**src/mips_settings.svh**
```systemverilog
`ifndef MIPS_SETTINGS_SVH
`define MIPS_SETTINGS_SVH

// Data path width in bits
`define MIPS_XLEN 32

// Memory depths in 32-bit words
`define MIPS_IMEM_DEPTH 64
`define MIPS_DMEM_DEPTH 64

// Opcode that stops the core once it reaches writeback
`define MIPS_OP_HALT 6'h3f

`endif

```
**src/mips_pkg.sv**
```systemverilog
`default_nettype none
`include "mips_settings.svh"

package mips_pkg;

  typedef enum logic [5:0] {
    OP_RTYPE = 6'h00,
    OP_BEQ   = 6'h04,
    OP_ADDIU = 6'h09,
    OP_LW    = 6'h23,
    OP_SW    = 6'h2b,
    OP_HALT  = `MIPS_OP_HALT
  } opcode_e;

  // Function field of R-type words
  typedef enum logic [5:0] {
    FN_ADDU = 6'h21,
    FN_SUBU = 6'h23,
    FN_AND  = 6'h24,
    FN_OR   = 6'h25,
    FN_SLT  = 6'h2a
  } funct_e;

  typedef enum logic [2:0] {
    ALU_ADD = 3'd0,
    ALU_SUB = 3'd1,
    ALU_AND = 3'd2,
    ALU_OR  = 3'd3,
    ALU_SLT = 3'd4
  } alu_op_e;

  // An all-zero instruction word decodes as a bubble
  typedef struct packed {
    logic [`MIPS_XLEN-1:0] instr;
    logic [`MIPS_XLEN-1:0] pc_plus4;
  } if_id_t;

  typedef struct packed {
    logic [`MIPS_XLEN-1:0] rs_val;
    logic [`MIPS_XLEN-1:0] rt_val;
    logic [`MIPS_XLEN-1:0] imm;
    logic [4:0]            rs;
    logic [4:0]            rt;
    logic [4:0]            rd;
    alu_op_e               alu_op;
    logic                  alu_src_imm;
    logic                  reg_write;
    logic                  mem_read;
    logic                  mem_write;
    logic                  is_branch;
    logic                  is_halt;
    logic [`MIPS_XLEN-1:0] pc_plus4;
    logic                  valid;
  } id_ex_t;

  typedef struct packed {
    logic [`MIPS_XLEN-1:0] alu_result;
    logic [`MIPS_XLEN-1:0] store_data;
    logic [4:0]            rd;
    logic                  reg_write;
    logic                  mem_read;
    logic                  mem_write;
    logic                  is_halt;
    logic                  valid;
  } ex_mem_t;

  typedef struct packed {
    logic [`MIPS_XLEN-1:0] wb_data;
    logic [4:0]            rd;
    logic                  reg_write;
    logic                  is_halt;
    logic                  valid;
  } mem_wb_t;

endpackage

`default_nettype wire

```
**src/mips_memory_wb.sv**
```systemverilog
`default_nettype none
`timescale 1ns/1ns
`include "mips_settings.svh"

module mips_memory_wb (
  input  wire                   clk,
  input  wire                   i_rst_n,
  input  mips_pkg::ex_mem_t     i_ex_mem,
  output mips_pkg::mem_wb_t     o_wb,
  output logic                  o_wb_valid,
  output logic [4:0]            o_wb_reg,
  output logic [`MIPS_XLEN-1:0] o_wb_data,
  output logic                  o_halt
);

  import mips_pkg::*;

  localparam int DMEM_AW = $clog2(`MIPS_DMEM_DEPTH);

  logic [`MIPS_XLEN-1:0] dmem [`MIPS_DMEM_DEPTH];
  logic [DMEM_AW-1:0]    dmem_idx;
  mem_wb_t               mem_wb_d;
  mem_wb_t               mem_wb_q;
  logic                  halt_q;

  // Word index from the bits above the byte offset
  assign dmem_idx = i_ex_mem.alu_result[2 +: DMEM_AW];

  always_ff @(posedge clk) begin
    if (i_ex_mem.valid && i_ex_mem.mem_write) begin
      dmem[dmem_idx] <= i_ex_mem.store_data;
    end
  end

  always_comb begin
    mem_wb_d.wb_data   = i_ex_mem.mem_read ? dmem[dmem_idx] : i_ex_mem.alu_result;
    mem_wb_d.rd        = i_ex_mem.rd;
    mem_wb_d.reg_write = i_ex_mem.reg_write;
    mem_wb_d.is_halt   = i_ex_mem.is_halt;
    mem_wb_d.valid     = i_ex_mem.valid;
  end

  always_ff @(posedge clk) begin
    mem_wb_q       <= mem_wb_d;
    mem_wb_q.valid <= mem_wb_d.valid && i_rst_n;
  end

  // Halt stays up until the next reset
  always_ff @(posedge clk) begin
    if (!i_rst_n) begin
      halt_q <= 1'b0;
    end else begin
      halt_q <= o_halt;
    end
  end

  assign o_halt     = halt_q || (mem_wb_q.valid && mem_wb_q.is_halt);
  assign o_wb       = mem_wb_q;
  assign o_wb_valid = mem_wb_q.valid && mem_wb_q.reg_write;
  assign o_wb_reg   = mem_wb_q.rd;
  assign o_wb_data  = mem_wb_q.wb_data;

endmodule

`default_nettype wire

```
**config.mk**
```make
export PLATFORM = sky130hd
export DESIGN_NAME = mips_memory_wb
export DESIGN_NICKNAME = d
export VERILOG_FILES = /design/src/mips_pkg.sv /design/src/mips_memory_wb.sv
export VERILOG_INCLUDE_DIRS = /design/src
export SDC_FILE = /design/constraint.sdc
export NUM_CORES = 2
export LEC_CHECK = 0
export BUFFER_PORTS_ARGS = -buffer_cell sky130_fd_sc_hd__buf_2
export CAP_MARGIN = 0
export CORE_UTILIZATION = 40
export CTS_CLUSTER_DIAMETER = 60
export DETAILED_ROUTE_END_ITERATION = 7
export MAX_ROUTING_LAYER = met4
export PLACE_DENSITY = 0.63
export SLEW_MARGIN = 20
export SYNTH_ARGS = -nofsm -noshare
export SYNTH_HDL_FRONTEND = slang
export SYNTH_SLANG_ARGS = --single-unit
```
**constraint.sdc**
```tcl
create_clock -name clk -period 4.3 [get_ports clk]
set_clock_uncertainty 0.2 [all_clocks]
set_input_delay 0.645 -clock clk [delete_from_list [all_inputs] [get_ports clk]]
set_output_delay 0.645 -clock clk [all_outputs]
set_load 0.005 [all_outputs]
```
== After elaboration in Yosys (flattened, before gate mapping) ==
Memories as Yosys holds them, arrays and structs flattened.
Index checks and enable logic that the tools add are counted.
Word-level totals
  bits in writable memories: 2048
  input port bits: 76
  bits in registers: 41
  output and inout port bits: 79
  logic and storage cells: 15
  memories: 1
Operators by class
  muxes and demuxes: 3
  reductions and logical operators: 5
Memory list
  dmem: words 64, width 32, read ports 1, clocked after memory_dff 0, wr ports 1, line mips_memory_wb.sv:20  | logic [`MIPS_XLEN-1:0] dmem [`MIPS_DMEM_DEPTH];
Operators with widths (number)
  $mux W32: 1
  $logic_and A1 B1 Y1: 4
  $mux W1: 2
  $logic_or A1 B1 Y1: 1

== Logic depth before layout (Yosys ltp) ==
  depth in word-level cells: 3
  mapped depth: 12
  depth with buffers taken out: 6

== Least setup slack after synthesis ==
Ideal clock, no wire load.
  kind: input-to-reg
  start: input port i_ex_mem[46] (netlist name)
  end: memory dmem[13][0] (netlist name), enable pin
  library setup time: 0.421 ns
  cell stages on the path: 9
  slack: 0.267 ns
  arrival time: 3.412 ns
  path buffers: 7
  required time: 3.679 ns
  cell sequence: buf_6 buf_6 buf_6 buf_2 buf_4 buf_2 buf_2 nand3_1 nor2_1
RTL lines
  start, declared: line mips_memory_wb.sv:8  | input mips_pkg::ex_mem_t i_ex_mem,
  end, declared: line mips_memory_wb.sv:20
Straight into the memory's write port.

==> out/qor.csv <==
stage,metric,value,unit
yosys,synth_nets,4327,
yosys,ys_ff_latch,2089,
global_route,grt_max_degree,65,
sta,setup_tns,0,ns
sta,tightest_slew,1.23,ns
yosys,synth-edff-count,2048,
yosys,yosys_warnings,0,
finish,largest_reg_flops,2048,
place,place_hpwl,160,mm
finish,area_growth,16.4,%
yosys,syn_avg_cell_area,18.9,µm²
route,drt-vias-per-instance,6.31,
clocking,cts_resized,0,
finish,post-route-util,46.8,%
sta,fin_crit_sh,76.3,%
floorplanning,die_h,450,µm
yosys,syn-cell-area,80300,µm²
yosys,netlist_instances,4251,
finish,drive_gt1_share,25.5,%
sta,rsz0062_at_grt,false,
route,drc,0,
floorplanning,core_area,200000,µm²
pwr,power,42.8,mW
critical_path,worstPathArrival,3.81,ns
global_route,grt_pass1_vias,44800,
floorplanning,row_count,164,
worst_hold_path,hold_path_class,input pin to flip-flop,
global_route,grt_pass1_wl,369,mm
sta,max_freq,0.305,GHz
clocking,cts_tree,built,
floorplanning,initial_core_util,40.2,%
critical_path,cp-start-kind,input pin,
floorplanning,die_area,203000,µm²
yosys,synth-main-ff-cell,edfxtp_1,
critical_path,worstPathRequired,4.83,ns
floorplanning,ios,155,
global_route,grtUsageTotal,26.9,%
sta,maxSlewViolCount,0,
pwr,peakVddDrop,0.369,mV
sta,hold_viol_final,0,
route,drt-pass1-iter-count,7,
route,wl,269,mm
sta,max_slew_margin,16.9,%
status,status,finished clean,
floorplanning,die_w,450,µm
clocking,cts_buffer_depth,3,
pwr,power.leakage,29.9,nW
global_route,grt_overflow,0,
route,vias,47300,
finish,fin_nets,4733,
finish,most-common-layout-cells,"edfxtp_1 (2048), buf_4 (286), a221oi_1 (250)",
pwr,power.density,458,nW/µm²
route,final_antenna_net_count,0,
clocking,root_buffer,clkbuf_16,
place,port_buffers,154,
clocking,clkTransAtPathRegs,0.06,ns
finish,fill_cells,16500,
global_route,antenna_found_initial,20,
yosys,synthDistinctLibCells,72,
critical_path,crit_type,input pin to flip-flop,
sta,setup_viol,0,
route,drtIter0Drc,7500,
clocking,numCtsBuffers,204,
finish,final_common_cell,edfxtp_1,
clocking,clock_latency,0.88,ns
clocking,htreeDepth,4,
critical_path,cp-end-kind,flip-flop,
yosys,synth-seq-area-share,77.6,%
place,place_congestion,0.898,
run,cap_violations,0,
finish,seqCellArea,62300,µm²
critical_path,crit_fanout,30,
finish,multi_input_area,16600,µm²
route,wl_per_cell,35.9,µm
clocking,numClockSinks,2089,
sta,fin_crit,3.28,ns
yosys,postSynth.asyncResetShare,0,%
-- repair_timing --
item                                    CTS  global route
setup buffers                             0             0
hold buffers                             35             1
endpoints found under the setup margin    0             0
endpoints found under the hold margin    53            14
-- cells by family (layout without fill, tap and decap cells) --
| kind of cell | after synthesis | after routing | synth area share [%] |
|---|---|---|---|
| compound gates | 917 | 917 | 8.52 |
| other cells | 0 | 12 | 0 |
| flops | 2089 | 2089 | 77.6 |
| buf+inv | 337 | 916 | 2.46 |
| mux | 542 | 542 | 9.40 |
| simple gates | 366 | 366 | 2.03 |
-- synthesized netlist by cell type, types with 4 or more instances --
library cell / count / area (µm²)
o2111ai_1: 8 / 70.1
o2bb2ai_1: 9 / 78.8
o211ai_1: 10 / 75.1
buf_2: 115 / 576
a22o_1: 30 / 263
buf_6: 39 / 439
a2bb2oi_1: 5 / 43.8
a222oi_1: 12 / 120
a22oi_1: 151 / 1130
nand3_1: 33 / 165
nor3_1: 4 / 20.0
nand2b_1: 6 / 37.5
o32a_1: 19 / 190
a221oi_1: 250 / 2190
o22a_1: 15 / 131
clkbuf_1: 86 / 323
and2_1: 12 / 75.1
nand3b_1: 4 / 30.0
mux2_1: 9 / 101
a211oi_1: 13 / 97.6
nor2_1: 178 / 668
o21ai_1: 6 / 30.0
o221ai_1: 15 / 131
o31ai_1: 4 / 30.0
o21ai_0: 104 / 521
mux2i_1: 184 / 1840
dfxtp_1: 41 / 821
nand2_1: 86 / 323
a32oi_1: 4 / 35.0
buf_4: 72 / 541
a221o_1: 30 / 300
buf_1: 20 / 75.1
a21oi_1: 102 / 510
o22ai_1: 86 / 538
a31oi_1: 22 / 138
nor2b_1: 7 / 43.8
mux4_2: 148 / 3330
and3_1: 9 / 56.3
edfxtp_1: 2048 / 61500
mux2_2: 199 / 2240
-- stage by stage --
stage | instance area [µm²] | instances | hold slack, ns | worst slack, ns
6_report | 93400 | 7498 | 0.0221 | 1.02
5_1_grt | 93400 | 7497 | 0.0420 | 1.06
4_1_cts | 93400 | 7484 | 0.0225 | 1.09
3_5_place_dp | 86500 | 7070 | 0.318 | 0.234
3_3_place_gp | 86500 | 7070 | 0.318 | 0.109
2_1_floorplan | 80300 | 4251 | 0.326 | 0.267
-- critical path, cell delays in order --
cell      delay, ns
buf_8          0.30
buf_12         0.25
buf_4          0.28
mux2i_1        0.68
nor2_1         0.20
a21oi_1        0.36
o21ai_0        0.28
a221oi_1       0.57
a31oi_1        0.14
-- where the power goes --
part | internal (mW) | leakage (nW) | total, mW | switching (mW)
clock network | 9.90 | 3.21 | 17.6 | 7.69
logic | 0.838 | 7.92 | 2.62 | 1.78
registers | 22.5 | 18.8 | 22.5 | 0.0882
-- layout make-up --
class | count | share of cell area (%)
well taps | 2656 | 3.56
diodes | 12 | 0.0321
clock inverters | 118 | 1.04
multi-input cells | 1825 | 17.8
repair buffers | 532 | 4.93
inverters | 5 | 0.0295
flip-flops and latches | 2089 | 66.7
clock buffers | 261 | 5.95
-- final timing paths --
| check | cells after the start | end | start | slack [ns] |
|---|---|---|---|---|
| max | 9 | o_wb_data[15] | i_ex_mem[46] | 1.02 |
| min | 3 | o_wb_data[1] | i_ex_mem[43] | 0.02 |
| max reg2reg | 6 | o_wb_data[15] | dmem[6][15] | 1.45 |
| min reg2reg | 2 | halt_q | halt_q | 0.33 |
-- per-layer routing --
| metal | part of all wire (%) | GRT usage [%] | vias to the layer above |
|---|---|---|---|
| met4 | 4.9 | 11.4 | 0 |
| met1 | 38 | 35.6 | 24500 |
| li1 | - | - | 18500 |
| met2 | 45 | 39.9 | 3613 |
| met5 | 0 | - | - |
| met3 | 12 | 6.44 | 648 |
Power figures use the tool's default switching activity.
