File: config.mk
export PLATFORM = sky130hd
export DESIGN_NAME = mips_fetch
export DESIGN_NICKNAME = d
export VERILOG_FILES = /design/src/mips_pkg.sv /design/src/mips_fetch.sv
export VERILOG_INCLUDE_DIRS = /design/src
export SDC_FILE = /design/constraint.sdc
export NUM_CORES = 2
export LEC_CHECK = 0
export ABC_AREA = 1
export BUFFER_PORTS_ARGS = -buffer_cell sky130_fd_sc_hd__buf_4
export CAP_MARGIN = 5
export CORE_MARGIN = 1
export CORE_UTILIZATION = 45
export CTS_BUF_LIST = sky130_fd_sc_hd__clkbuf_8
export CTS_CLUSTER_DIAMETER = 120
export DETAILED_ROUTE_END_ITERATION = 16
export GPL_TIMING_DRIVEN = 0
export PLACE_DENSITY_LB_ADDON = 0.1
export SETUP_SLACK_MARGIN = 0.2
export SYNTH_ARGS = -nofsm -noshare
export SYNTH_HDL_FRONTEND = slang
export SYNTH_SLANG_ARGS = --single-unit
export TNS_END_PERCENT = 50
File: constraint.sdc
create_clock -name clk -period 8 [get_ports clk]
set_input_delay 0.8 -clock clk [delete_from_list [all_inputs] [get_ports clk]]
set_output_delay 0.8 -clock clk [all_outputs]
set_load 0.03 [all_outputs]
File: src/mips_settings.svh
`ifndef MIPS_SETTINGS_SVH
`define MIPS_SETTINGS_SVH

// Data path width in bits
`define MIPS_XLEN 32

// Memory depths in 32-bit words
`define MIPS_IMEM_DEPTH 64
`define MIPS_DMEM_DEPTH 64

// Opcode that stops the core once it reaches writeback
`define MIPS_OP_HALT 6'h3f

`endif

File: src/mips_pkg.sv
`default_nettype none
`include "mips_settings.svh"

package mips_pkg;

  typedef enum logic [5:0] {
    OP_RTYPE = 6'h00,
    OP_BEQ   = 6'h04,
    OP_ADDIU = 6'h09,
    OP_LW    = 6'h23,
    OP_SW    = 6'h2b,
    OP_HALT  = `MIPS_OP_HALT
  } opcode_e;

  // Function field of R-type words
  typedef enum logic [5:0] {
    FN_ADDU = 6'h21,
    FN_SUBU = 6'h23,
    FN_AND  = 6'h24,
    FN_OR   = 6'h25,
    FN_SLT  = 6'h2a
  } funct_e;

  typedef enum logic [2:0] {
    ALU_ADD = 3'd0,
    ALU_SUB = 3'd1,
    ALU_AND = 3'd2,
    ALU_OR  = 3'd3,
    ALU_SLT = 3'd4
  } alu_op_e;

  // An all-zero instruction word decodes as a bubble
  typedef struct packed {
    logic [`MIPS_XLEN-1:0] instr;
    logic [`MIPS_XLEN-1:0] pc_plus4;
  } if_id_t;

  typedef struct packed {
    logic [`MIPS_XLEN-1:0] rs_val;
    logic [`MIPS_XLEN-1:0] rt_val;
    logic [`MIPS_XLEN-1:0] imm;
    logic [4:0]            rs;
    logic [4:0]            rt;
    logic [4:0]            rd;
    alu_op_e               alu_op;
    logic                  alu_src_imm;
    logic                  reg_write;
    logic                  mem_read;
    logic                  mem_write;
    logic                  is_branch;
    logic                  is_halt;
    logic [`MIPS_XLEN-1:0] pc_plus4;
    logic                  valid;
  } id_ex_t;

  typedef struct packed {
    logic [`MIPS_XLEN-1:0] alu_result;
    logic [`MIPS_XLEN-1:0] store_data;
    logic [4:0]            rd;
    logic                  reg_write;
    logic                  mem_read;
    logic                  mem_write;
    logic                  is_halt;
    logic                  valid;
  } ex_mem_t;

  typedef struct packed {
    logic [`MIPS_XLEN-1:0] wb_data;
    logic [4:0]            rd;
    logic                  reg_write;
    logic                  is_halt;
    logic                  valid;
  } mem_wb_t;

endpackage

`default_nettype wire

File: src/mips_fetch.sv
`default_nettype none
`timescale 1ns/1ns
`include "mips_settings.svh"

module mips_fetch (
  input  wire                                   clk,
  input  wire                                   i_rst_n,
  input  wire                                   i_load,
  input  wire  [$clog2(`MIPS_IMEM_DEPTH)-1:0]   i_load_addr,
  input  wire  [`MIPS_XLEN-1:0]                 i_load_data,
  input  wire                                   i_stall,
  input  wire                                   i_redirect,
  input  wire  [`MIPS_XLEN-1:0]                 i_redirect_pc,
  input  wire                                   i_halt_seen,
  output mips_pkg::if_id_t                      o_if_id
);

  import mips_pkg::*;

  localparam int IMEM_AW = $clog2(`MIPS_IMEM_DEPTH);
  localparam logic [`MIPS_XLEN-1:0] WORD_BYTES = 4;

  logic [`MIPS_XLEN-1:0] imem [`MIPS_IMEM_DEPTH];
  logic [`MIPS_XLEN-1:0] pc_q;
  logic [`MIPS_XLEN-1:0] pc_plus4;
  logic [`MIPS_XLEN-1:0] fetch_word;
  if_id_t                if_id_q;

  // Program load port, used only while the core is in reset
  always_ff @(posedge clk) begin
    if (i_load) begin
      imem[i_load_addr] <= i_load_data;
    end
  end

  assign pc_plus4   = pc_q + WORD_BYTES;
  assign fetch_word = imem[pc_q[2 +: IMEM_AW]];

  // Redirect first, then halt, then stall
  always_ff @(posedge clk) begin
    if (!i_rst_n) begin
      pc_q    <= '0;
      if_id_q <= '0;
    end else if (i_redirect) begin
      pc_q    <= i_redirect_pc;
      if_id_q <= '0;
    end else if (i_halt_seen) begin
      if_id_q <= '0;
    end else if (!i_stall) begin
      pc_q    <= pc_plus4;
      if_id_q <= '{instr: fetch_word, pc_plus4: pc_plus4};
    end
  end

  assign o_if_id = if_id_q;

  // Loading while running would change the program under the pipeline
  a_load_only_in_reset: assert property (@(posedge clk) i_rst_n |-> !i_load);

endmodule

`default_nettype wire

==> After elaboration in Yosys (flattened, before gate mapping) <==
Memories as Yosys holds them, arrays and structs flattened. A register that Yosys moved wholly into a read port is not among the register bits.
Index checks and enable logic that the tools add are counted.
Widths: inputs -> output; s select.
{ "op_classes": {"n_reduce_logical": 3, "mux": 5, "bitwise_logic": 1, "addsub": 1, "n_eq_ne": 2} }
{ "ops": {"columns": ["cell", "n"], "rows": [
  ["$mux 32", 3],
  ["$add 32x3->32 const B", 1],
  ["$reduce_or 3->1", 1],
  ["$mux 1", 2],
  ["$ne 2x1->1 const B", 1],
  ["$ne 2x2->1 const B", 1],
  ["$reduce_and 2->1", 1],
  ["$logic_not 1->1", 1],
  ["$not 1->1", 1]
]} }
{ "word_totals": {"elab_cells": 15, "output_inout_bits": 64, "n_memories": 1, "register_bits": 64, "ramBits": 2048} }
{ "mem_list": {"columns": ["memory", "words", "width", "read_ports", "rd_clocked_by_memory_dff", "wr", "line_no", "source"], "rows": [
  ["imem", 64, 32, 1, 1, 1, "mips_fetch.sv:23", "logic [`MIPS_XLEN-1:0] imem [`MIPS_IMEM_DEPTH];"]
]} }

==> Logic depth before layout (Yosys ltp) <==
{ "logic_depth": {"depth_word": 4, "depth_mapped": 17} }

==> Least setup slack after synthesis <==
OpenSTA, ideal clock, no wires.
{ "synth_path": {"path_type": "input-to-reg", "startpoint": "in i_load", "endpoint": "mem imem[48][0] (netlist bit) (enable)", "slack_ps": 3070, "cell_stages": 3, "t_arrival_ps": 4428, "cell_sequence": "clkbuf_1 > nand4_1 > nor4_1"} }
{ "synth_between": {"elab_chain_cells": 2} }
{ "synth_rtl": {"columns": ["item", "line_no", "source"], "rows": [
  ["from (decl)", "mips_fetch.sv:8", "input wire i_load,"],
  ["$mux 1", "mips_fetch.sv:31", "if (i_load) begin"],
  ["$mux 1 (not written as such)", "mips_fetch.sv:32", "imem[i_load_addr] <= i_load_data;"],
  ["to (decl)", "mips_fetch.sv:23", null]
]} }
Every way passes these cells.

==> flow_summary_export.csv <==
group,metric,value,unit
outcome,status,"completed",
power,power_density,228,nW/um^2
route,wl_per_cell,27.3,um
sta,fin_setup_tns,0,ns
power,cell_internal_pwr,0.0174,W
floorplan,row_count,164,
yosys,synth_top_cell_by_area,"sky130_fd_sc_hd__edfxtp_1",
yosys,synth_top_area_share,67.4,%
power,ir_drop,181,uV
route,drt-total-wl,342000,um
clocking,tritoncts_num_sinks,2144,
floorplan,die_height,452,um
clocking,clock_tree_root,"sky130_fd_sc_hd__clkbuf_8",
grt,grt_antenna_before_repair,27,
power,power.combinational.fraction,9.1,%
yosys,ys_async_sr_fraction,0,%
yosys,ys_seq_elements,2144,
power,switching_share,26.7,%
route,antenna_violating_nets_post_route,0,
sta,max_slew.worst_pin.slew,1.39,ns
sta,skew,0.0590,ns
clocking,cts_tree,"yes",
worst_setup_path,worstPathArrival,5.71,ns
sta,post-route-min-period,4.75,ns
sta,final-max-slew-violation-count,0,
worst_setup_path,critical_path_class,"reg -> reg",
sta,timing.final.ws_setup,3.25,ns
power,netSwitchingPower,0.00634,W
worst_setup_path,setup.worst_path.end_class,"flip-flop",
worst_setup_path,critPathRequiredTime,8.96,ns
floorplan,floorplan.initialDensity,45.5,%
route,vias,67137,
clocking,htreeDepth,5,
layout,area_growth,14.3,%
route,via_per_inst,5.35,
grt,globalRouteOverflowTotal,0,
sta,timing.final.crit_share,59.4,%
floorplan,die_width,452,um
route,detailedRoute.firstPassIterationCount,6,
floorplan,io_pins,140,
yosys,yosys_most_used_dff,"sky130_fd_sc_hd__edfxtp_1",
yosys,synth_nets,9033,
route,drt_first_iter_violations,8659,
yosys,synthesis.instances,8956,
worst_setup_path,start_kind,"flip-flop",
sta,maxSlewHeadroom,7.08,%
placed_design,place.detailed.hpwl,230000,um
sta,setup_viol,0,
floorplan,die_area,205000,um^2
clocking,cts_buffers,377,
layout,drive_above_1_share,9.73,%
clocking,cts_max_path_buffers,4,
grt,grt_pass1_wl,471000,um
power,fin_total_pwr,0.0238,W
clocking,clk_latency,1.09,ns
power,power.static_leakage,43.0,nW
worst_hold_path,timing.hold.worst.class,"in -> reg",
yosys,netlist_top_cells_area,"sky130_fd_sc_hd__edfxtp_1, sky130_fd_sc_hd__nand2_1, sky130_fd_sc_hd__nand3_1",
clocking,clock_pin_transition_on_the_worst_setup_and_hold_timing_paths,0.06,ns
yosys,synthDistinctLibCells,32,
floorplan,core_region_area,201000,um^2
worst_setup_path,reg2regPathDepth,10,
yosys,synth_warnings,0,
route,drcViolationCount,0,
yosys,synth_area_per_cell,10.2,um^2
yosys,post_synth_edffs,2048,
layout,final.fill_count,18157,
grt,pin_count_of_the_biggest_net_entering_global_routing,65,
job,maxCapViolCount,0,
placed_design,dp.cells,11844,
layout,net_count_final,9658,
placed_design,gpl.final_weighted_congestion,0.977,
sta,fin_hold_ws,0.0612,ns
yosys,post_synth_instance_area,91200,um^2
layout,finalNonFillerCells,12540,
worst_setup_path,crit_path_max_fanout,10,
sta,clock.fmax,210,MHz
sta,report.final.hold_viol_count,0,
placed_design,place.port_buffers,133,
grt,grt_pass1_vias,63209,
power,power.share.clock,38.6,%
sta,rsz_0062_raised_after_global_routing,"no",
placed_design,dp_slack,3.67,ns
yosys,synth_sequential_area_ratio,69.5,%
grt,track_usage,33.1,%
power,power.share.sequential,52.3,%
worst_hold_path,min_path_cells,3,
-- placed cells by master, fill, tap and decap left out, types with 17 or more instances in the layout --
master	instances
sky130_fd_sc_hd__a21oi_1	55
sky130_fd_sc_hd__buf_1	67
sky130_fd_sc_hd__buf_12	51
sky130_fd_sc_hd__buf_2	184
sky130_fd_sc_hd__buf_4	183
sky130_fd_sc_hd__clkbuf_1	190
sky130_fd_sc_hd__clkbuf_8	391
sky130_fd_sc_hd__clkinv_1	103
sky130_fd_sc_hd__clkinv_2	34
sky130_fd_sc_hd__dfxtp_1	96
sky130_fd_sc_hd__diode_2	18
sky130_fd_sc_hd__edfxtp_1	2048
sky130_fd_sc_hd__inv_1	1234
sky130_fd_sc_hd__nand2_1	3034
sky130_fd_sc_hd__nand3_1	938
sky130_fd_sc_hd__nor2_1	756
sky130_fd_sc_hd__nor2_4	57
sky130_fd_sc_hd__o21ai_0	279
sky130_fd_sc_hd__o21ai_1	17
sky130_fd_sc_hd__xor2_1	17
-- cells in the mapped netlist, types with 14 or more instances --
cell                       number
sky130_fd_sc_hd__edfxtp_1    2048
sky130_fd_sc_hd__inv_1       1110
sky130_fd_sc_hd__buf_1         67
sky130_fd_sc_hd__nor2_1       812
sky130_fd_sc_hd__o21ai_0      279
sky130_fd_sc_hd__buf_2        184
sky130_fd_sc_hd__nand2_1     3034
sky130_fd_sc_hd__a31oi_1       14
sky130_fd_sc_hd__xor2_1        17
sky130_fd_sc_hd__a21oi_1       55
sky130_fd_sc_hd__clkbuf_1     193
sky130_fd_sc_hd__nand3_1      938
sky130_fd_sc_hd__o21ai_1       17
sky130_fd_sc_hd__dfxtp_1       96
-- final cells by class --
class | count | area (um^2) | area share, %
sequential | 2144 | 63400 | 60.8
timing repair buffer | 246 | 2660 | 2.55
inverter | 1116 | 4190 | 4.02
clock inverter | 273 | 1190 | 1.14
clock buffer | 391 | 5380 | 5.16
multi-input combinational | 5235 | 22100 | 21.1
tap | 2656 | 3320 | 3.19
antenna | 18 | 45.0 | 0.0432
buffer | 461 | 2050 | 1.97
-- critical path, cell delays in order, from the launching register on --
cell	delay (ns)
sky130_fd_sc_hd__dfxtp_1	0.33
sky130_fd_sc_hd__buf_2	0.44
sky130_fd_sc_hd__clkbuf_1	1.07
sky130_fd_sc_hd__clkbuf_1	0.81
sky130_fd_sc_hd__a21oi_1	0.14
sky130_fd_sc_hd__nor2_1	0.54
sky130_fd_sc_hd__nand2_1	0.30
sky130_fd_sc_hd__nand2_1	0.23
sky130_fd_sc_hd__nor2_1	0.07
sky130_fd_sc_hd__nor2_1	0.59
sky130_fd_sc_hd__nor2_1	0.08
-- worst paths after layout --
| kind | from | endpoint | slack (ns) |
|---|---|---|---|
| worst min-delay path | i_redirect_pc[12] | pc_q[12] | 0.06 |
| worst max-delay path | pc_q[3] | o_if_id[61] | 3.25 |
| worst min register to register | o_if_id[0] | o_if_id[0] | 0.47 |
| worst max register to register | pc_q[3] | o_if_id[61] | 3.25 |
-- cell families after synthesis --
| family | synth area share, % |
|---|---|
| xor gates and xnor gates | 0.202 |
| DFF | 69.5 |
| AOI/OAI and AO/OA | 2.12 |
| and+or+nand+nor | 21.3 |
| adders and majority gates | 0.0137 |
| buffers and inverters | 6.83 |
-- through the flow --
step,instance area (um^2),utilization [%]
CTS,104000,51.9
finish,104000,52.0
floorplan,91200,-
global route,104000,52.0
detailed placement,97500,48.6
global placement,95600,47.6
-- registers in the layout, summed over array words and instances (netlist names) --
name	cells
o_if_id	64
pc_q	32
imem	2048
-- layer usage --
metal | wire length (um) | vias to the layer above | GRT usage (%)
met1 | 131000 | 32421 | 42.1
met3 | 30800 | 797 | 6.48
li1 | - | 30434 | -
met4 | 25600 | 2 | 22.6
met5 | 13 | - | 0
met2 | 154000 | 3483 | 51.3
-- power groups by stage --
stage	logic, W	registers (W)	clock network, W
floorplan	0.000962	0.0127	0
global placement	0.00207	0.0127	0
detailed placement	0.00211	0.0127	0
CTS	0.00212	0.0124	0.00924
global route	0.00227	0.0124	0.00970
finish	0.00217	0.0124	0.00917
-- timing repair --
item | CTS | global route
hold endpoints to repair | 11 | 0
hold buffers | 13 | 0
resized for setup | 0 | 0
buffers inserted | 0 | 0
Power figures use the tool's default switching activity.
