[src/mips_settings.svh]
`ifndef MIPS_SETTINGS_SVH
`define MIPS_SETTINGS_SVH

// Data path width in bits
`define MIPS_XLEN 32

// Memory depths in 32-bit words
`define MIPS_IMEM_DEPTH 64
`define MIPS_DMEM_DEPTH 64

// Opcode that stops the core once it reaches writeback
`define MIPS_OP_HALT 6'h3f

`endif

[src/mips_pkg.sv]
`default_nettype none
`include "mips_settings.svh"

package mips_pkg;

  typedef enum logic [5:0] {
    OP_RTYPE = 6'h00,
    OP_BEQ   = 6'h04,
    OP_ADDIU = 6'h09,
    OP_LW    = 6'h23,
    OP_SW    = 6'h2b,
    OP_HALT  = `MIPS_OP_HALT
  } opcode_e;

  // Function field of R-type words
  typedef enum logic [5:0] {
    FN_ADDU = 6'h21,
    FN_SUBU = 6'h23,
    FN_AND  = 6'h24,
    FN_OR   = 6'h25,
    FN_SLT  = 6'h2a
  } funct_e;

  typedef enum logic [2:0] {
    ALU_ADD = 3'd0,
    ALU_SUB = 3'd1,
    ALU_AND = 3'd2,
    ALU_OR  = 3'd3,
    ALU_SLT = 3'd4
  } alu_op_e;

  // An all-zero instruction word decodes as a bubble
  typedef struct packed {
    logic [`MIPS_XLEN-1:0] instr;
    logic [`MIPS_XLEN-1:0] pc_plus4;
  } if_id_t;

  typedef struct packed {
    logic [`MIPS_XLEN-1:0] rs_val;
    logic [`MIPS_XLEN-1:0] rt_val;
    logic [`MIPS_XLEN-1:0] imm;
    logic [4:0]            rs;
    logic [4:0]            rt;
    logic [4:0]            rd;
    alu_op_e               alu_op;
    logic                  alu_src_imm;
    logic                  reg_write;
    logic                  mem_read;
    logic                  mem_write;
    logic                  is_branch;
    logic                  is_halt;
    logic [`MIPS_XLEN-1:0] pc_plus4;
    logic                  valid;
  } id_ex_t;

  typedef struct packed {
    logic [`MIPS_XLEN-1:0] alu_result;
    logic [`MIPS_XLEN-1:0] store_data;
    logic [4:0]            rd;
    logic                  reg_write;
    logic                  mem_read;
    logic                  mem_write;
    logic                  is_halt;
    logic                  valid;
  } ex_mem_t;

  typedef struct packed {
    logic [`MIPS_XLEN-1:0] wb_data;
    logic [4:0]            rd;
    logic                  reg_write;
    logic                  is_halt;
    logic                  valid;
  } mem_wb_t;

endpackage

`default_nettype wire

[src/mips_execute.sv]
`default_nettype none
`timescale 1ns/1ns
`include "mips_settings.svh"

module mips_execute (
  input  wire                   clk,
  input  wire                   i_rst_n,
  input  mips_pkg::id_ex_t      i_id_ex,
  input  mips_pkg::mem_wb_t     i_wb,
  output logic                  o_redirect,
  output logic [`MIPS_XLEN-1:0] o_redirect_pc,
  output logic                  o_flush,
  output logic [4:0]            o_ex_rd,
  output logic                  o_ex_mem_read,
  output mips_pkg::ex_mem_t     o_ex_mem
);

  import mips_pkg::*;

  ex_mem_t               ex_mem_d;
  ex_mem_t               ex_mem_q;
  logic [`MIPS_XLEN-1:0] rs_fwd;
  logic [`MIPS_XLEN-1:0] rt_fwd;
  logic [`MIPS_XLEN-1:0] op_b;
  logic [`MIPS_XLEN-1:0] alu_result;
  logic                  taken;

  // EX/MEM holds the younger result, so it is checked last and wins
  function automatic logic [`MIPS_XLEN-1:0] fwd_operand(
    input logic [4:0]            src,
    input logic [`MIPS_XLEN-1:0] reg_val
  );
    logic [`MIPS_XLEN-1:0] val;
    val = reg_val;
    if (i_wb.valid && i_wb.reg_write && i_wb.rd == src) begin
      val = i_wb.wb_data;
    end
    if (ex_mem_q.valid && ex_mem_q.reg_write && ex_mem_q.rd == src) begin
      val = ex_mem_q.alu_result;
    end
    return val;
  endfunction

  always_comb begin
    rs_fwd = fwd_operand(i_id_ex.rs, i_id_ex.rs_val);
    rt_fwd = fwd_operand(i_id_ex.rt, i_id_ex.rt_val);
  end

  assign op_b = i_id_ex.alu_src_imm ? i_id_ex.imm : rt_fwd;

  always_comb begin
    case (i_id_ex.alu_op)
      ALU_ADD: alu_result = rs_fwd + op_b;
      ALU_SUB: alu_result = rs_fwd - op_b;
      ALU_AND: alu_result = rs_fwd & op_b;
      ALU_OR:  alu_result = rs_fwd | op_b;
      ALU_SLT: alu_result = {{(`MIPS_XLEN-1){1'b0}}, $signed(rs_fwd) < $signed(op_b)};
      default: alu_result = '0;
    endcase
  end

  // beq resolves here; target is relative to the following word
  assign taken         = i_id_ex.valid && i_id_ex.is_branch && (rs_fwd == rt_fwd);
  assign o_redirect    = taken;
  assign o_flush       = taken;
  assign o_redirect_pc = i_id_ex.pc_plus4 + {i_id_ex.imm[`MIPS_XLEN-3:0], 2'b00};

  assign o_ex_rd       = i_id_ex.rd;
  assign o_ex_mem_read = i_id_ex.valid && i_id_ex.mem_read;

  always_comb begin
    ex_mem_d.alu_result = alu_result;
    ex_mem_d.store_data = rt_fwd;
    ex_mem_d.rd         = i_id_ex.rd;
    ex_mem_d.reg_write  = i_id_ex.reg_write;
    ex_mem_d.mem_read   = i_id_ex.mem_read;
    ex_mem_d.mem_write  = i_id_ex.mem_write;
    ex_mem_d.is_halt    = i_id_ex.is_halt;
    ex_mem_d.valid      = i_id_ex.valid;
  end

  always_ff @(posedge clk) begin
    ex_mem_q       <= ex_mem_d;
    ex_mem_q.valid <= ex_mem_d.valid && i_rst_n;
  end

  assign o_ex_mem = ex_mem_q;

  // The flush must leave a bubble behind the branch in the next cycle
  a_redirect_from_branch: assert property (@(posedge clk) disable iff (!i_rst_n)
    o_redirect |=> (!i_id_ex.valid && !o_redirect));

endmodule

`default_nettype wire

[config.mk]
export PLATFORM = sky130hd
export DESIGN_NAME = mips_execute
export DESIGN_NICKNAME = d
export VERILOG_FILES = /design/src/mips_pkg.sv /design/src/mips_execute.sv
export VERILOG_INCLUDE_DIRS = /design/src
export SDC_FILE = /design/constraint.sdc
export NUM_CORES = 1
export LEC_CHECK = 0
export BUFFER_PORTS_ARGS = -buffer_cell sky130_fd_sc_hd__buf_2
export CELL_PAD_IN_SITES_DETAIL_PLACEMENT = 1
export CELL_PAD_IN_SITES_GLOBAL_PLACEMENT = 2
export CORE_UTILIZATION = 29
export DETAILED_ROUTE_END_ITERATION = 7
export GPL_ROUTABILITY_DRIVEN = 0
export PLACE_DENSITY_LB_ADDON = 0.2
export SLEW_MARGIN = 30
export SYNTH_ARGS = -nofsm -noshare
export SYNTH_HDL_FRONTEND = slang
export SYNTH_SLANG_ARGS = --single-unit
[constraint.sdc]
create_clock -name clk -period 5.5 [get_ports clk]
set_input_delay 0.55 -clock clk [delete_from_list [all_inputs] [get_ports clk]]
set_output_delay 0.55 -clock clk [all_outputs]
set_load 0.03 [all_outputs]
; ---- Yosys cells after proc, flatten, opt, wreduce, memory -nomap -nowiden
; Index checks and enable logic that the tools add are counted.
[word_totals]
in_bits = 195
word_cells = 40
ff_bits = 74
out_inout_bits = 114
[op_classes]
n_reduce_logical = 11
eq_ne = 9
n_addsub = 3
n_bitwise = 2
muxes = 6
order_cmp = 1
[ops]
columns = operator, count
row1 = 2-to-1 mux 32 bit, 5
row2 = one-hot mux 32 bit (5 select lines), 1
row3 = adder 32 bit, 2
row4 = AND 32 bit, 1
row5 = equality test 32 bit, 1
row6 = < comparator 32 bit, 1
row7 = bitwise OR 32 bit, 1
row8 = subtractor 32 bit, 1
row9 = equality test 5 bit, 4
row10 = logical AND 1 bit, 10
row11 = equality test 3 x 2 -> 1 bit (second input constant), 2
row12 = equality test 3 x 1 -> 1 bit (second input constant), 1
row13 = equality test 3 bit (second input constant), 1
row14 = zero test 3 bit, 1

; ---- Logic depth before layout (Yosys ltp)
; Gate-level depths: netlist of the first run.
[depth]
depth_word = 7
mapped_depth = 21
depth_no_buf = 19

; ---- Worst setup path before layout of the first run
; No wires, ideal clock.
[synth_path]
path_type = input to register
from = in i_id_ex[51] (netlist bit)
to = reg ex_mem_q, in the netlist o_ex_mem[70]
setup_slack_ps = 682
arrival_ps = 4756
n_path_buf = 2
stages = 18
cell_sequence = xor2_1 nor4_1 nand4_1 clkbuf_1 clkbuf_1 o21ai_0 o21ai_0 ha_1 fa_1 a21o_1 a21o_1 a211oi_2 o21a_2 o31ai_4 o41a_1 a311o_1 a211o_1 nand3_1
[synth_between]
elab_chain_cells = 7
[synth_lines]
columns = element, line_no
row1 = from (decl), mips_execute.sv:8  ; input mips_pkg::id_ex_t i_id_ex,
row2 = equality test 5 bit, mips_execute.sv:35  ; if (i_wb.valid && i_wb.reg_write && i_wb.rd == src) begin
row3 = logical AND 1 bit, mips_execute.sv:35
row4 = 2-to-1 mux 32 bit, mips_execute.sv:35
row5 = 2-to-1 mux 32 bit (*), mips_execute.sv:38  ; if (ex_mem_q.valid && ex_mem_q.reg_write && ex_mem_q.rd == src) begin
row6 = 2-to-1 mux 32 bit (*), mips_execute.sv:49  ; assign op_b = i_id_ex.alu_src_imm ? i_id_ex.imm : rt_fwd;
row7 = subtractor 32 bit (tied with other cells), mips_execute.sv:54  ; ALU_SUB: alu_result = rs_fwd - op_b;
row8 = one-hot mux 32 bit (5 select lines) (*), mips_execute.sv:52  ; case (i_id_ex.alu_op)
row9 = via alu_result[28], mips_execute.sv:25  ; logic [`MIPS_XLEN-1:0] alu_result;
row10 = to (signal assigned), mips_execute.sv:83  ; ex_mem_q <= ex_mem_d;
row11 = to (decl), mips_execute.sv:21  ; ex_mem_t ex_mem_q;
; Mark *: on every way through the listed nets, which the timed path passes. The rest lies on a longest branch.

; ---- Worst setup path in the final report of the first run
[layout_path]
from = in i_wb[7] (netlist bit)
to = reg ex_mem_q, in the netlist o_ex_mem[62]
[layout_between]
elab_chain_cells = 7
[layout_lines]
columns = element, line_no
row1 = from (decl), mips_execute.sv:9  ; input mips_pkg::mem_wb_t i_wb,
row2 = equality test 5 bit, mips_execute.sv:35
row3 = logical AND 1 bit, mips_execute.sv:35
row4 = 2-to-1 mux 32 bit, mips_execute.sv:35
row5 = 2-to-1 mux 32 bit, mips_execute.sv:38
row6 = 2-to-1 mux 32 bit, mips_execute.sv:49
row7 = subtractor 32 bit (tied with other cells), mips_execute.sv:54
row8 = one-hot mux 32 bit (5 select lines) (*), mips_execute.sv:52
row9 = via alu_result[20], mips_execute.sv:25
; Marks and branches as above.

==> results.py, run 1 <==
metrics = {
    "power_and_ir_drop": {
        "fin_total_pwr_mw": 2.76,
        "internal-power_mw": 1.48,
        "sw_frac_of_total_pct": 46.4,
        "ir_drop_mv": 0.132,
        "power_frac_seq_pct": 23.0,
        "combPwrFrac_pct": 54.2,
        "p_switching_mw": 1.28,
        "power_leakage_nw": 6.52,
        "p_per_area_nw_per_um2": 219,
        "clkPwrFrac_pct": 22.8,
    },
    "die": {
        "ioPinCount": 309,
        "die_w_um": 188,
        "core.rowCount": 67,
        "design.die.area_sq_um": 35500,
        "initial_core_util_pct": 29.7,
        "fp.dieH_um": 188,
        "core-area_sq_um": 33900,
    },
    "yosys": {
        "synthCells": 1344,
        "synth_adder_area_share_pct": 16.1,
        "synth_top_family_by_area": "compound AO/OA/AOI/OAI gates",
        "yosys_warnings": 0,
        "ys_seq_area_share_pct": 14.7,
        "ys_types": 75,
        "syn_nets": 1667,
        "synthXorXnorAreaFrac_pct": 8.61,
        "syn_area_sq_um": 10100,
        "synth-seq-cells": 74,
        "synth_edf_count": 0,
        "avgSynthCellArea_sq_um": 7.49,
        "async_flop_share_pct": 0,
        "muxShareOfSynthArea_pct": 10.6,
        "ys.flop_type": "dfxtp_1",
        "yosys.area_share.simple_pct": 15.8,
        "synth_compound_area_share_pct": 26.1,
    },
    "place": {
        "post-place-ws_ns": 0.251,
        "port_buffers": 303,
        "place_hpwl_um": 39900,
        "placed_cell_area_sq_um": 12300,
    },
    "setup_path": {
        "slowest_delay_ns": 0.63,
        "crit_type": "in2reg",
        "end_kind": "flip-flop",
        "crit_required_ns": 5.77,
        "crit_chain": "buf_2 -> xnor2_1 -> nand4_1 -> or3_2 -> mux2i_1 -> nand2_1 -> o21ai_0 -> o21ai_0 -> buf_4 -> ha_1 -> inv_1 -> fa_1 -> nand2b_1 -> a21oi_1 -> o21bai_1 -> o41ai_2 -> nor3_1 -> buf_4 -> o41ai_1 -> a211oi_1 -> o21a_1 -> o32ai_1",
        "crit_arrival_ns": 5.16,
        "reg2reg_depth": 17,
        "cp_slowest_cell": "or3_2",
        "cp_max_fo": 5,
        "startpoint_type": "input port",
    },
    "global_routing": {
        "grt_max_degree": 80,
        "overflow": 0,
        "grt_pass1_vias": 11200,
        "grt_usage_pct": 26.2,
        "antenna_found_initial": 2,
        "grt_first_pass_wirelength_um": 70100,
    },
    "clock_tree": {
        "post_cts_resized": 0,
        "clock_sinks": 74,
        "clk_pin_slew_ns": 0.07,
        "hold_buffers": 0,
        "clock_latency_ns": 0.36,
        "numCtsBuffers": 9,
        "htree_levels": 3,
        "clock_path_buffers": 2,
        "postCtsSetupRepairBufs": 0,
        "cts_root_buffer": "clkbuf_16",
        "cts_tree": "built",
    },
    "timing": {
        "finalSetupViolCount": 0,
        "finalCriticalPeriod_ns": 4.89,
        "slew_violations": 0,
        "tns_ns": 0,
        "rsz0062_at_grt": "no",
        "fin_crit_sh_pct": 89.0,
        "fmax_mhz": 204,
        "fin_ws_ns": 0.606,
        "final_hold_viol_count": 0,
        "worst_pin_slew_ns": 0.912,
        "clock_skew_ns": 0.0161,
        "relSlewSlack_pct": 38.8,
    },
    "routing": {
        "avgRoutedWirePerCell_um": 22.6,
        "via_per_inst": 5.31,
        "drtIter0Drc": 624,
        "antenna_left": 0,
        "drt_pass1_iterations": 4,
        "vias": 11200,
        "drc_errors": 0,
        "wl_um": 47400,
    },
    "outcome": {
        "status": "completed",
    },
    "layout": {
        "layout.nets": 1971,
        "synthToLayoutAreaGrowth_pct": 25.2,
        "final_layout_size_suffix_gt1_share_pct": 26.8,
        "final_area_sq_um": 12600,
        "largest_register_ffs": 74,
        "fillers": 4270,
    },
    "job": {
        "drv_cap": 0,
    },
    "hold_path": {
        "hp-class": "in2reg",
        "holdPathStages": 1,
    },
}
## power by group through the flow
| stage | Clock [mW] | Sequential (mW) | Combinational [mW] |
|---|---|---|---|
| after floorplan | 0 | 0.724 | 0.857 |
| after global placement | 0 | 0.642 | 1.47 |
| after detailed placement | 0 | 0.644 | 1.48 |
| after global routing | 0.656 | 0.638 | 1.61 |
| after CTS | 0.642 | 0.632 | 1.49 |
| final | 0.629 | 0.633 | 1.50 |
## kinds of logic (layout without fill, tap and decap cells)
kind of cell             after synthesis  count (layout)
flip-flops                            74              74
buffers and inverters                194             502
AO/OA/AOI/OAI                        408             408
XOR/XNOR                              99              99
adder cells (fa/ha/maj)              128             128
AND/OR/NAND/NOR                      339             339
other                                  0               2
multiplexers                         102             102
## synth_stat cells (9+ instances only)
master | number | area (sq um)
nand4_1 | 12 | 75.1
and3_1 | 9 | 56.3
dfxtp_1 | 74 | 1480
nor3_1 | 24 | 120
o211ai_1 | 16 | 120
xnor2_1 | 55 | 482
nor4_1 | 14 | 87.6
nand3_1 | 21 | 105
a211oi_1 | 19 | 143
ha_1 | 125 | 1560
nand2b_1 | 18 | 113
mux2_2 | 30 | 338
nor2_1 | 110 | 413
buf_2 | 15 | 75.1
xor2_1 | 44 | 385
a21oi_1 | 121 | 606
a31oi_1 | 12 | 75.1
or3_1 | 11 | 68.8
o21a_1 | 12 | 90.1
inv_1 | 112 | 420
mux2i_1 | 71 | 711
o21bai_1 | 13 | 97.6
o21ai_0 | 103 | 515
a21o_1 | 30 | 225
nand2_1 | 93 | 349
clkbuf_1 | 47 | 176
## routing by layer
layer  part of all wire (%)  track usage, %  vias up
met2                     45            42.0      329
met5                  0.027               0        -
li1                       -               -     5357
met4                    2.1            6.98        2
met1                     48            36.8     5432
met3                    4.7            3.07       46
## critical path, delay by kind of cell
kind                       cells  cell delay (ns)
AOI/OAI and AO/OA              9             2.19
and+or+nand+nor                5             0.98
buffers and inverters          4             0.60
adders and majority gates      2             0.44
muxes                          1             0.21
xor gates and xnor gates       1             0.17
## per-stage QoR
step	cells	hold slack, ns	util, %
after floorplan	1344	0.578	-
after global placement	2085	0.537	36.4
after detailed placement	2085	0.549	36.4
after CTS	2100	0.277	37.2
after global routing	2100	0.287	37.2
final	2102	0.294	37.2
## worst paths after layout
kind              slack, ns      endpoint    startpoint
setup / recovery       0.61  o_ex_mem[62]       i_wb[7]
hold / removal         0.29   o_ex_mem[4]   i_id_ex[37]
setup reg to reg       0.71  o_ex_mem[69]   o_ex_mem[8]
hold reg to reg        0.55  o_ex_mem[21]  o_ex_mem[53]
## layout by cell type, fill, tap and decap left out, types with 14 or more instances in the layout
cell | synthesis | final
dfxtp_1 | 74 | 74
xor2_1 | 44 | 44
ha_1 | 125 | 125
buf_2 | 15 | 303
nand2b_1 | 18 | 18
o21ai_0 | 103 | 103
nor4_1 | 14 | 14
inv_1 | 112 | 111
mux2_2 | 30 | 30
nor3_1 | 24 | 24
nand3_1 | 21 | 21
mux2i_1 | 71 | 71
nand2_1 | 93 | 93
a21o_1 | 30 | 30
a211oi_1 | 19 | 19
nor2_1 | 110 | 108
buf_4 | 8 | 67
a21oi_1 | 121 | 121
o211ai_1 | 16 | 16
xnor2_1 | 55 | 55
## layout make-up
cell class              instances  area [sq um]  area share, %
multi-input cells            1076          7790           61.8
repair buffers                372          2060           16.3
flip-flops and latches         74          1480           11.7
well taps                     448           561           4.44
inverters                     115           432           3.42
clock buffers                  10           229           1.82
clock inverters                 5          56.3          0.446
diodes                          2          5.00         0.0397
Power figures use the tool's default switching activity.
==> inputs of run 2 (changes only) <==
--- a/config.mk
+++ b/config.mk
@@ -15,2 +15,3 @@
 export PLACE_DENSITY_LB_ADDON = 0.2
+export RECOVER_POWER = 50
 export SLEW_MARGIN = 30
--- a/constraint.sdc
+++ b/constraint.sdc
@@ -3,2 +3,2 @@
 set_output_delay 0.55 -clock clk [all_outputs]
-set_load 0.03 [all_outputs]
+set_load 0.005 [all_outputs]
==> run 2 against run 1 <==
Worst setup slack got worse by 0.11 ns. Sequential power is essentially flat. Combinational power is 13% lower. Critical path depth did not move. Largest power group unchanged. Clock-buffer cell count did not move. Global-route usage is 0.16 points higher. Sequential share of layout area rose by 0.073 points.
==> results.py, run 2 (synthesized netlist as in run 1, its figures left out) <==
metrics = {
    "outcome": {
        "status": "completed",
    },
    "hold_path": {
        "hp-class": "in2reg",
        "min_from": "i_id_ex[37]",
    },
    "timing": {
        "hold_ws_ns": 0.292,
        "finalSetupViolCount": 0,
        "fin_ws_ns": 0.498,
        "worst_pin_slew_ns": 0.950,
        "slew_violations": 0,
        "fmax_mhz": 200,
        "finalCriticalPeriod_ns": 5.00,
        "rsz0062_at_grt": "no",
        "final_hold_viol_count": 0,
        "tns_ns": 0,
        "clock_skew_ns": 0.00897,
        "fin_crit_sh_pct": 90.9,
        "relSlewSlack_pct": 36.4,
    },
    "clock_tree": {
        "htree_levels": 3,
        "numCtsBuffers": 9,
        "clock_sinks": 74,
        "clock_latency_ns": 0.36,
        "post_cts_resized": 0,
        "hold_buffers": 0,
        "cts_root_buffer": "clkbuf_16",
        "cts_tree": "built",
        "clk_pin_slew_ns": 0.07,
        "clock_path_buffers": 2,
        "postCtsSetupRepairBufs": 0,
    },
    "layout": {
        "final_layout_size_suffix_gt1_share_pct": 23.0,
        "fillers": 4317,
        "antenna_cells": 0,
        "final_cell_mix": "240 x buf_2, 125 x ha_1, 121 x a21oi_1",
        "final_common_cell": "buf_2",
        "layout.nets": 1971,
        "synthToLayoutAreaGrowth_pct": 24.5,
        "utilization_pct": 37.0,
        "fin_cells": 2100,
        "multiInputGateArea_sq_um": 7790,
        "regArea_sq_um": 1480,
        "largest_register_ffs": 74,
    },
    "place": {
        "place_hpwl_um": 39900,
        "dp_cells": 2085,
        "port_buffers": 303,
        "post-place-ws_ns": 0.190,
    },
    "global_routing": {
        "grt_first_pass_wirelength_um": 70700,
        "grt_usage_pct": 26.3,
        "grt_max_degree": 80,
        "antenna_found_initial": 0,
        "overflow": 0,
        "grt_pass1_vias": 11300,
    },
    "die": {
        "design.die.area_sq_um": 35500,
        "ioPinCount": 309,
        "core-area_sq_um": 33900,
        "core.rowCount": 67,
        "initial_core_util_pct": 29.7,
        "die_w_um": 188,
        "fp.dieH_um": 188,
    },
    "routing": {
        "antenna_left": 0,
        "via_per_inst": 5.28,
        "avgRoutedWirePerCell_um": 22.6,
        "drc_errors": 0,
        "drtIter0Drc": 657,
        "wl_um": 47400,
        "vias": 11100,
        "drt_pass1_iterations": 5,
    },
    "setup_path": {
        "crit_chain": "buf_2 -> xnor2_1 -> nand4_1 -> or3_2 -> mux2i_1 -> nand2_1 -> o21ai_0 -> o21ai_0 -> buf_4 -> ha_1 -> inv_1 -> fa_1 -> nand2b_1 -> a21oi_1 -> o21bai_1 -> o41ai_2 -> nor3_1 -> buf_4 -> o41ai_1 -> a211oi_1 -> o21a_1 -> o32ai_1",
        "crit_required_ns": 5.76,
        "startpoint": "i_wb[5]",
        "cp_max_fo": 5,
        "crit_arrival_ns": 5.26,
        "r2r_start": "o_ex_mem[9]",
        "startpoint_type": "input port",
        "cp_slowest_cell": "or3_2",
        "end_kind": "flip-flop",
        "crit_type": "in2reg",
        "slowest_delay_ns": 0.63,
    },
    "power_and_ir_drop": {
        "clkPwrFrac_pct": 24.9,
        "p_switching_mw": 1.09,
        "power_frac_seq_pct": 24.7,
        "p_per_area_nw_per_um2": 205,
        "ir_drop_mv": 0.140,
        "sw_frac_of_total_pct": 42.5,
        "combPwrFrac_pct": 50.5,
        "power_leakage_nw": 6.32,
        "internal-power_mw": 1.48,
    },
    "job": {
        "drv_cap": 0,
    },
}
run 2: cell types whose count changed in the layout (fill, tap and decap cells not counted), sizes merged:
cell | previous run | this run
clkbuf | 10 | 73
buf | 372 | 309
diode | 2 | 0
clkinv | 5 | 4
clkinvlp | 1 | 2
run 2: final cells by class:
type                            instances  share of cell area, %
Sequential cell                        74                   11.8
Inverter                              115                   3.44
Multi-Input combinational cell       1076                   62.1
Timing Repair Buffer                  372                   15.8
Clock buffer                           10                   1.91
Tap cell                              448                   4.47
Clock inverter                          5                  0.439
run 2: path summary, 6_finish.rpt:
check / cells after the start / end / slack, ns
setup / recovery: 22 / o_ex_mem[62] / 0.50
hold / removal: 1 / o_ex_mem[4] / 0.29
setup reg to reg: 20 / o_ex_mem[62] / 0.61
hold reg to reg: 2 / o_ex_mem[19] / 0.56
run 2: layer usage:
layer | global-route usage [%] | vias to the layer above | wire length [um]
li1 | - | 5358 | -
met1 | 37.3 | 5398 | 23100
met2 | 42.4 | 309 | 21400
met3 | 3.22 | 32 | 2200
met4 | 5.99 | 0 | 777
met5 | 0 | - | 0
run 2: stage by stage:
stage	cell area, sq um	total power, mW
final	12500	2.57
after global routing	12500	2.72
after CTS	12600	2.58
after detailed placement	12300	1.94
after global placement	12300	1.92
after floorplan	10100	1.39
run 2: worst max-delay path, delay by kind of cell:
kind            cells  cell delay (ns)
compound gates      9             2.29
mux                 1             0.19
fa+ha+maj           2             0.45
buf+inv             4             0.61
xor+xnor            1             0.18
simple gates        5             0.98
run 2: power by group through the flow:
stage	Clock (mW)	Combinational [mW]	Sequential, mW
after floorplan	0	0.759	0.630
after global placement	0	1.28	0.642
after detailed placement	0	1.29	0.643
after CTS	0.649	1.30	0.631
after global routing	0.666	1.41	0.637
final	0.638	1.30	0.633
==> inputs of run 3 (changes only) <==
Settings changed: ABC_AREA from default to 1, CORE_UTILIZATION 29 to 27.
==> run 3 against run 2 <==
Register-to-register slack better by 0.24 ns. Core utilization is 4.3 points lower. Sequential share of layout area is 1.3 points lower. Die area is 25% higher. First-iteration DRC count is 38% higher. Clock-buffer cell count is 1 higher. Final area is 12% higher. Critical path depth stayed put. Flip-flop and latch count stayed put. Largest cell class unchanged. Largest power group unchanged.
==> results.py, run 3 <==
metrics = {
    "power_and_ir_drop": {
        "ir_drop_mv": 0.106,
        "p_switching_mw": 1.29,
        "power_frac_seq_pct": 23.6,
        "sw_frac_of_total_pct": 47.5,
        "power_leakage_nw": 7.66,
        "p_per_area_nw_per_um2": 193,
        "combPwrFrac_pct": 52.8,
        "internal-power_mw": 1.43,
        "clkPwrFrac_pct": 23.6,
        "fin_total_pwr_mw": 2.72,
    },
    "clock_tree": {
        "hold_buffers": 0,
        "post_cts_resized": 0,
        "clock_latency_ns": 0.38,
        "cts_root_buffer": "clkbuf_16",
        "numCtsBuffers": 9,
        "cts_tree": "built",
        "clock_sinks": 74,
        "clk_pin_slew_ns": 0.06,
        "postCtsSetupRepairBufs": 0,
        "htree_levels": 3,
        "clock_path_buffers": 2,
    },
    "die": {
        "initial_core_util_pct": 27.4,
        "core-area_sq_um": 43100,
        "fp.dieH_um": 211,
        "die_w_um": 211,
        "design.die.area_sq_um": 44500,
        "ioPinCount": 309,
        "core.rowCount": 76,
    },
    "hold_path": {
        "hp-class": "in2reg",
        "min_from": "i_id_ex[37]",
    },
    "yosys": {
        "synth_edf_count": 0,
        "synthCells": 2119,
        "synth_top_area_cell": "nand2_1",
        "avgSynthCellArea_sq_um": 5.56,
        "synth-seq-cells": 74,
        "yosys_warnings": 0,
        "ys.flop_type": "dfxtp_1",
        "synth.most_common_cell": "nand2_1",
        "ys_seq_area_share_pct": 12.6,
        "synth_top_cell_area_share_pct": 20.6,
        "ys_types": 47,
        "syn_area_sq_um": 11800,
        "synth_common_cells": "646 x nand2_1, 307 x inv_1, 198 x nor2_1",
        "syn_nets": 2442,
        "async_flop_share_pct": 0,
        "synthTopCellsByArea": "nand2_1 21%, ha_1 13%, dfxtp_1 13%",
    },
    "routing": {
        "drc_errors": 0,
        "antenna_left": 0,
        "wl_um": 60400,
        "avgRoutedWirePerCell_um": 20.3,
        "via_per_inst": 4.95,
        "drtIter0Drc": 909,
        "vias": 14700,
        "drt_pass1_iterations": 5,
    },
    "layout": {
        "final_cell_mix": "646 x nand2_1, 307 x inv_1, 233 x buf_2",
        "largest_register_ffs": 74,
        "synthToLayoutAreaGrowth_pct": 19.7,
        "regArea_sq_um": 1480,
        "fillers": 5969,
        "multiInputGateArea_sq_um": 8760,
        "final_layout_size_suffix_gt1_share_pct": 14.1,
        "antenna_cells": 0,
        "utilization_pct": 32.7,
        "final_area_sq_um": 14100,
        "final_common_cell": "nand2_1",
        "fin_cells": 2968,
        "layout.nets": 2703,
    },
    "global_routing": {
        "grt_usage_pct": 26.7,
        "antenna_found_initial": 1,
        "grt_pass1_vias": 14600,
        "grt_max_degree": 57,
        "grt_first_pass_wirelength_um": 89300,
        "overflow": 0,
    },
    "timing": {
        "rsz0062_at_grt": "no",
        "tns_ns": 0,
        "slew_violations": 0,
        "clock_skew_ns": 0.00905,
        "worst_pin_slew_ns": 0.843,
        "finalSetupViolCount": 0,
        "hold_ws_ns": 0.270,
        "finalCriticalPeriod_ns": 4.65,
        "fin_ws_ns": 0.855,
        "fmax_mhz": 215,
        "fin_crit_sh_pct": 84.5,
        "relSlewSlack_pct": 43.8,
        "final_hold_viol_count": 0,
    },
    "place": {
        "placed_cell_area_sq_um": 13900,
        "post-place-ws_ns": 0.685,
        "place_hpwl_um": 51700,
        "port_buffers": 303,
        "dp_cells": 2954,
    },
    "setup_path": {
        "startpoint": "o_ex_mem[7]",
        "crit_required_ns": 5.71,
        "crit_arrival_ns": 4.86,
        "cp_max_fo": 14,
        "r2r_start": "o_ex_mem[7]",
        "startpoint_type": "flip-flop",
        "crit_type": "reg2reg",
        "end_kind": "flip-flop",
    },
    "job": {
        "drv_cap": 0,
    },
    "outcome": {
        "status": "completed",
    },
}
run 3: cell types whose count changed after synthesis, moves of 30 or more:
cell	change
inv_1	+195
xnor2_1	-46
nand4_1	+48
mux2_2	-30
nand2_1	+553
nor2_1	+88
nand3_1	+138
mux2i_1	-71
run 3: critical path: stages, from the launching register on:
cell	delay, ns
dfxtp_1	0.41
xor2_1	0.29
nor2_1	0.10
nand3_2	0.11
clkbuf_1	0.60
nand3_1	0.15
nand2_1	0.21
inv_1	0.10
nand2_1	0.09
o21ai_0	0.16
inv_1	0.12
ha_1	0.29
inv_1	0.14
o21bai_1	0.22
nand2_1	0.12
nand3_1	0.15
a21oi_1	0.12
o21bai_1	0.52
nand2_1	0.10
nand2_1	0.12
a21boi_0	0.08
o21ai_0	0.11
nand3_1	0.18
run 3: cell type report:
| type | count | share of cell area, % |
|---|---|---|
| clock buffer | 11 | 1.79 |
| clock inverter | 3 | 0.284 |
| inverter | 314 | 8.36 |
| multi-input combinational | 1653 | 62.2 |
| timing repair buffer | 328 | 11.7 |
| tap | 585 | 5.19 |
| sequential | 74 | 10.5 |
run 3: power groups by stage:
stage | clock network [mW] | registers (mW) | logic [mW]
2_1_floorplan | 0 | 0.638 | 0.849
3_3_place_gp | 0 | 0.650 | 1.41
3_5_place_dp | 0 | 0.652 | 1.43
4_1_cts | 0.651 | 0.640 | 1.44
5_1_grt | 0.665 | 0.647 | 1.59
6_report | 0.640 | 0.642 | 1.43
run 3: worst paths after layout:
path,end,slack (ns),cells past startpoint
max,o_ex_mem[65],0.85,22
min,o_ex_mem[4],0.27,1
max reg2reg,o_ex_mem[65],0.85,22
min reg2reg,o_ex_mem[33],0.55,2
run 3: logic make-up (layout without fill, tap and decap cells):
group	Yosys count	in the layout	synth area share [%]
adder cells (fa/ha/maj)	128	128	13.8
XOR/XNOR	31	31	2.30
buffers and inverters	392	656	13.2
flip-flops	74	74	12.6
AO/OA/AOI/OAI	357	357	17.3
AND/OR/NAND/NOR	1137	1137	40.9
run 3: per-layer routing:
layer	vias to the layer above	routed length [um]	global-route usage, %	share of wire, %
li1	7316	-	-	-
met1	6983	30300	39.1	50
met2	366	26600	42.5	44
met3	37	2550	1.98	4.2
met4	0	932	6.05	1.5
met5	-	0	0	0
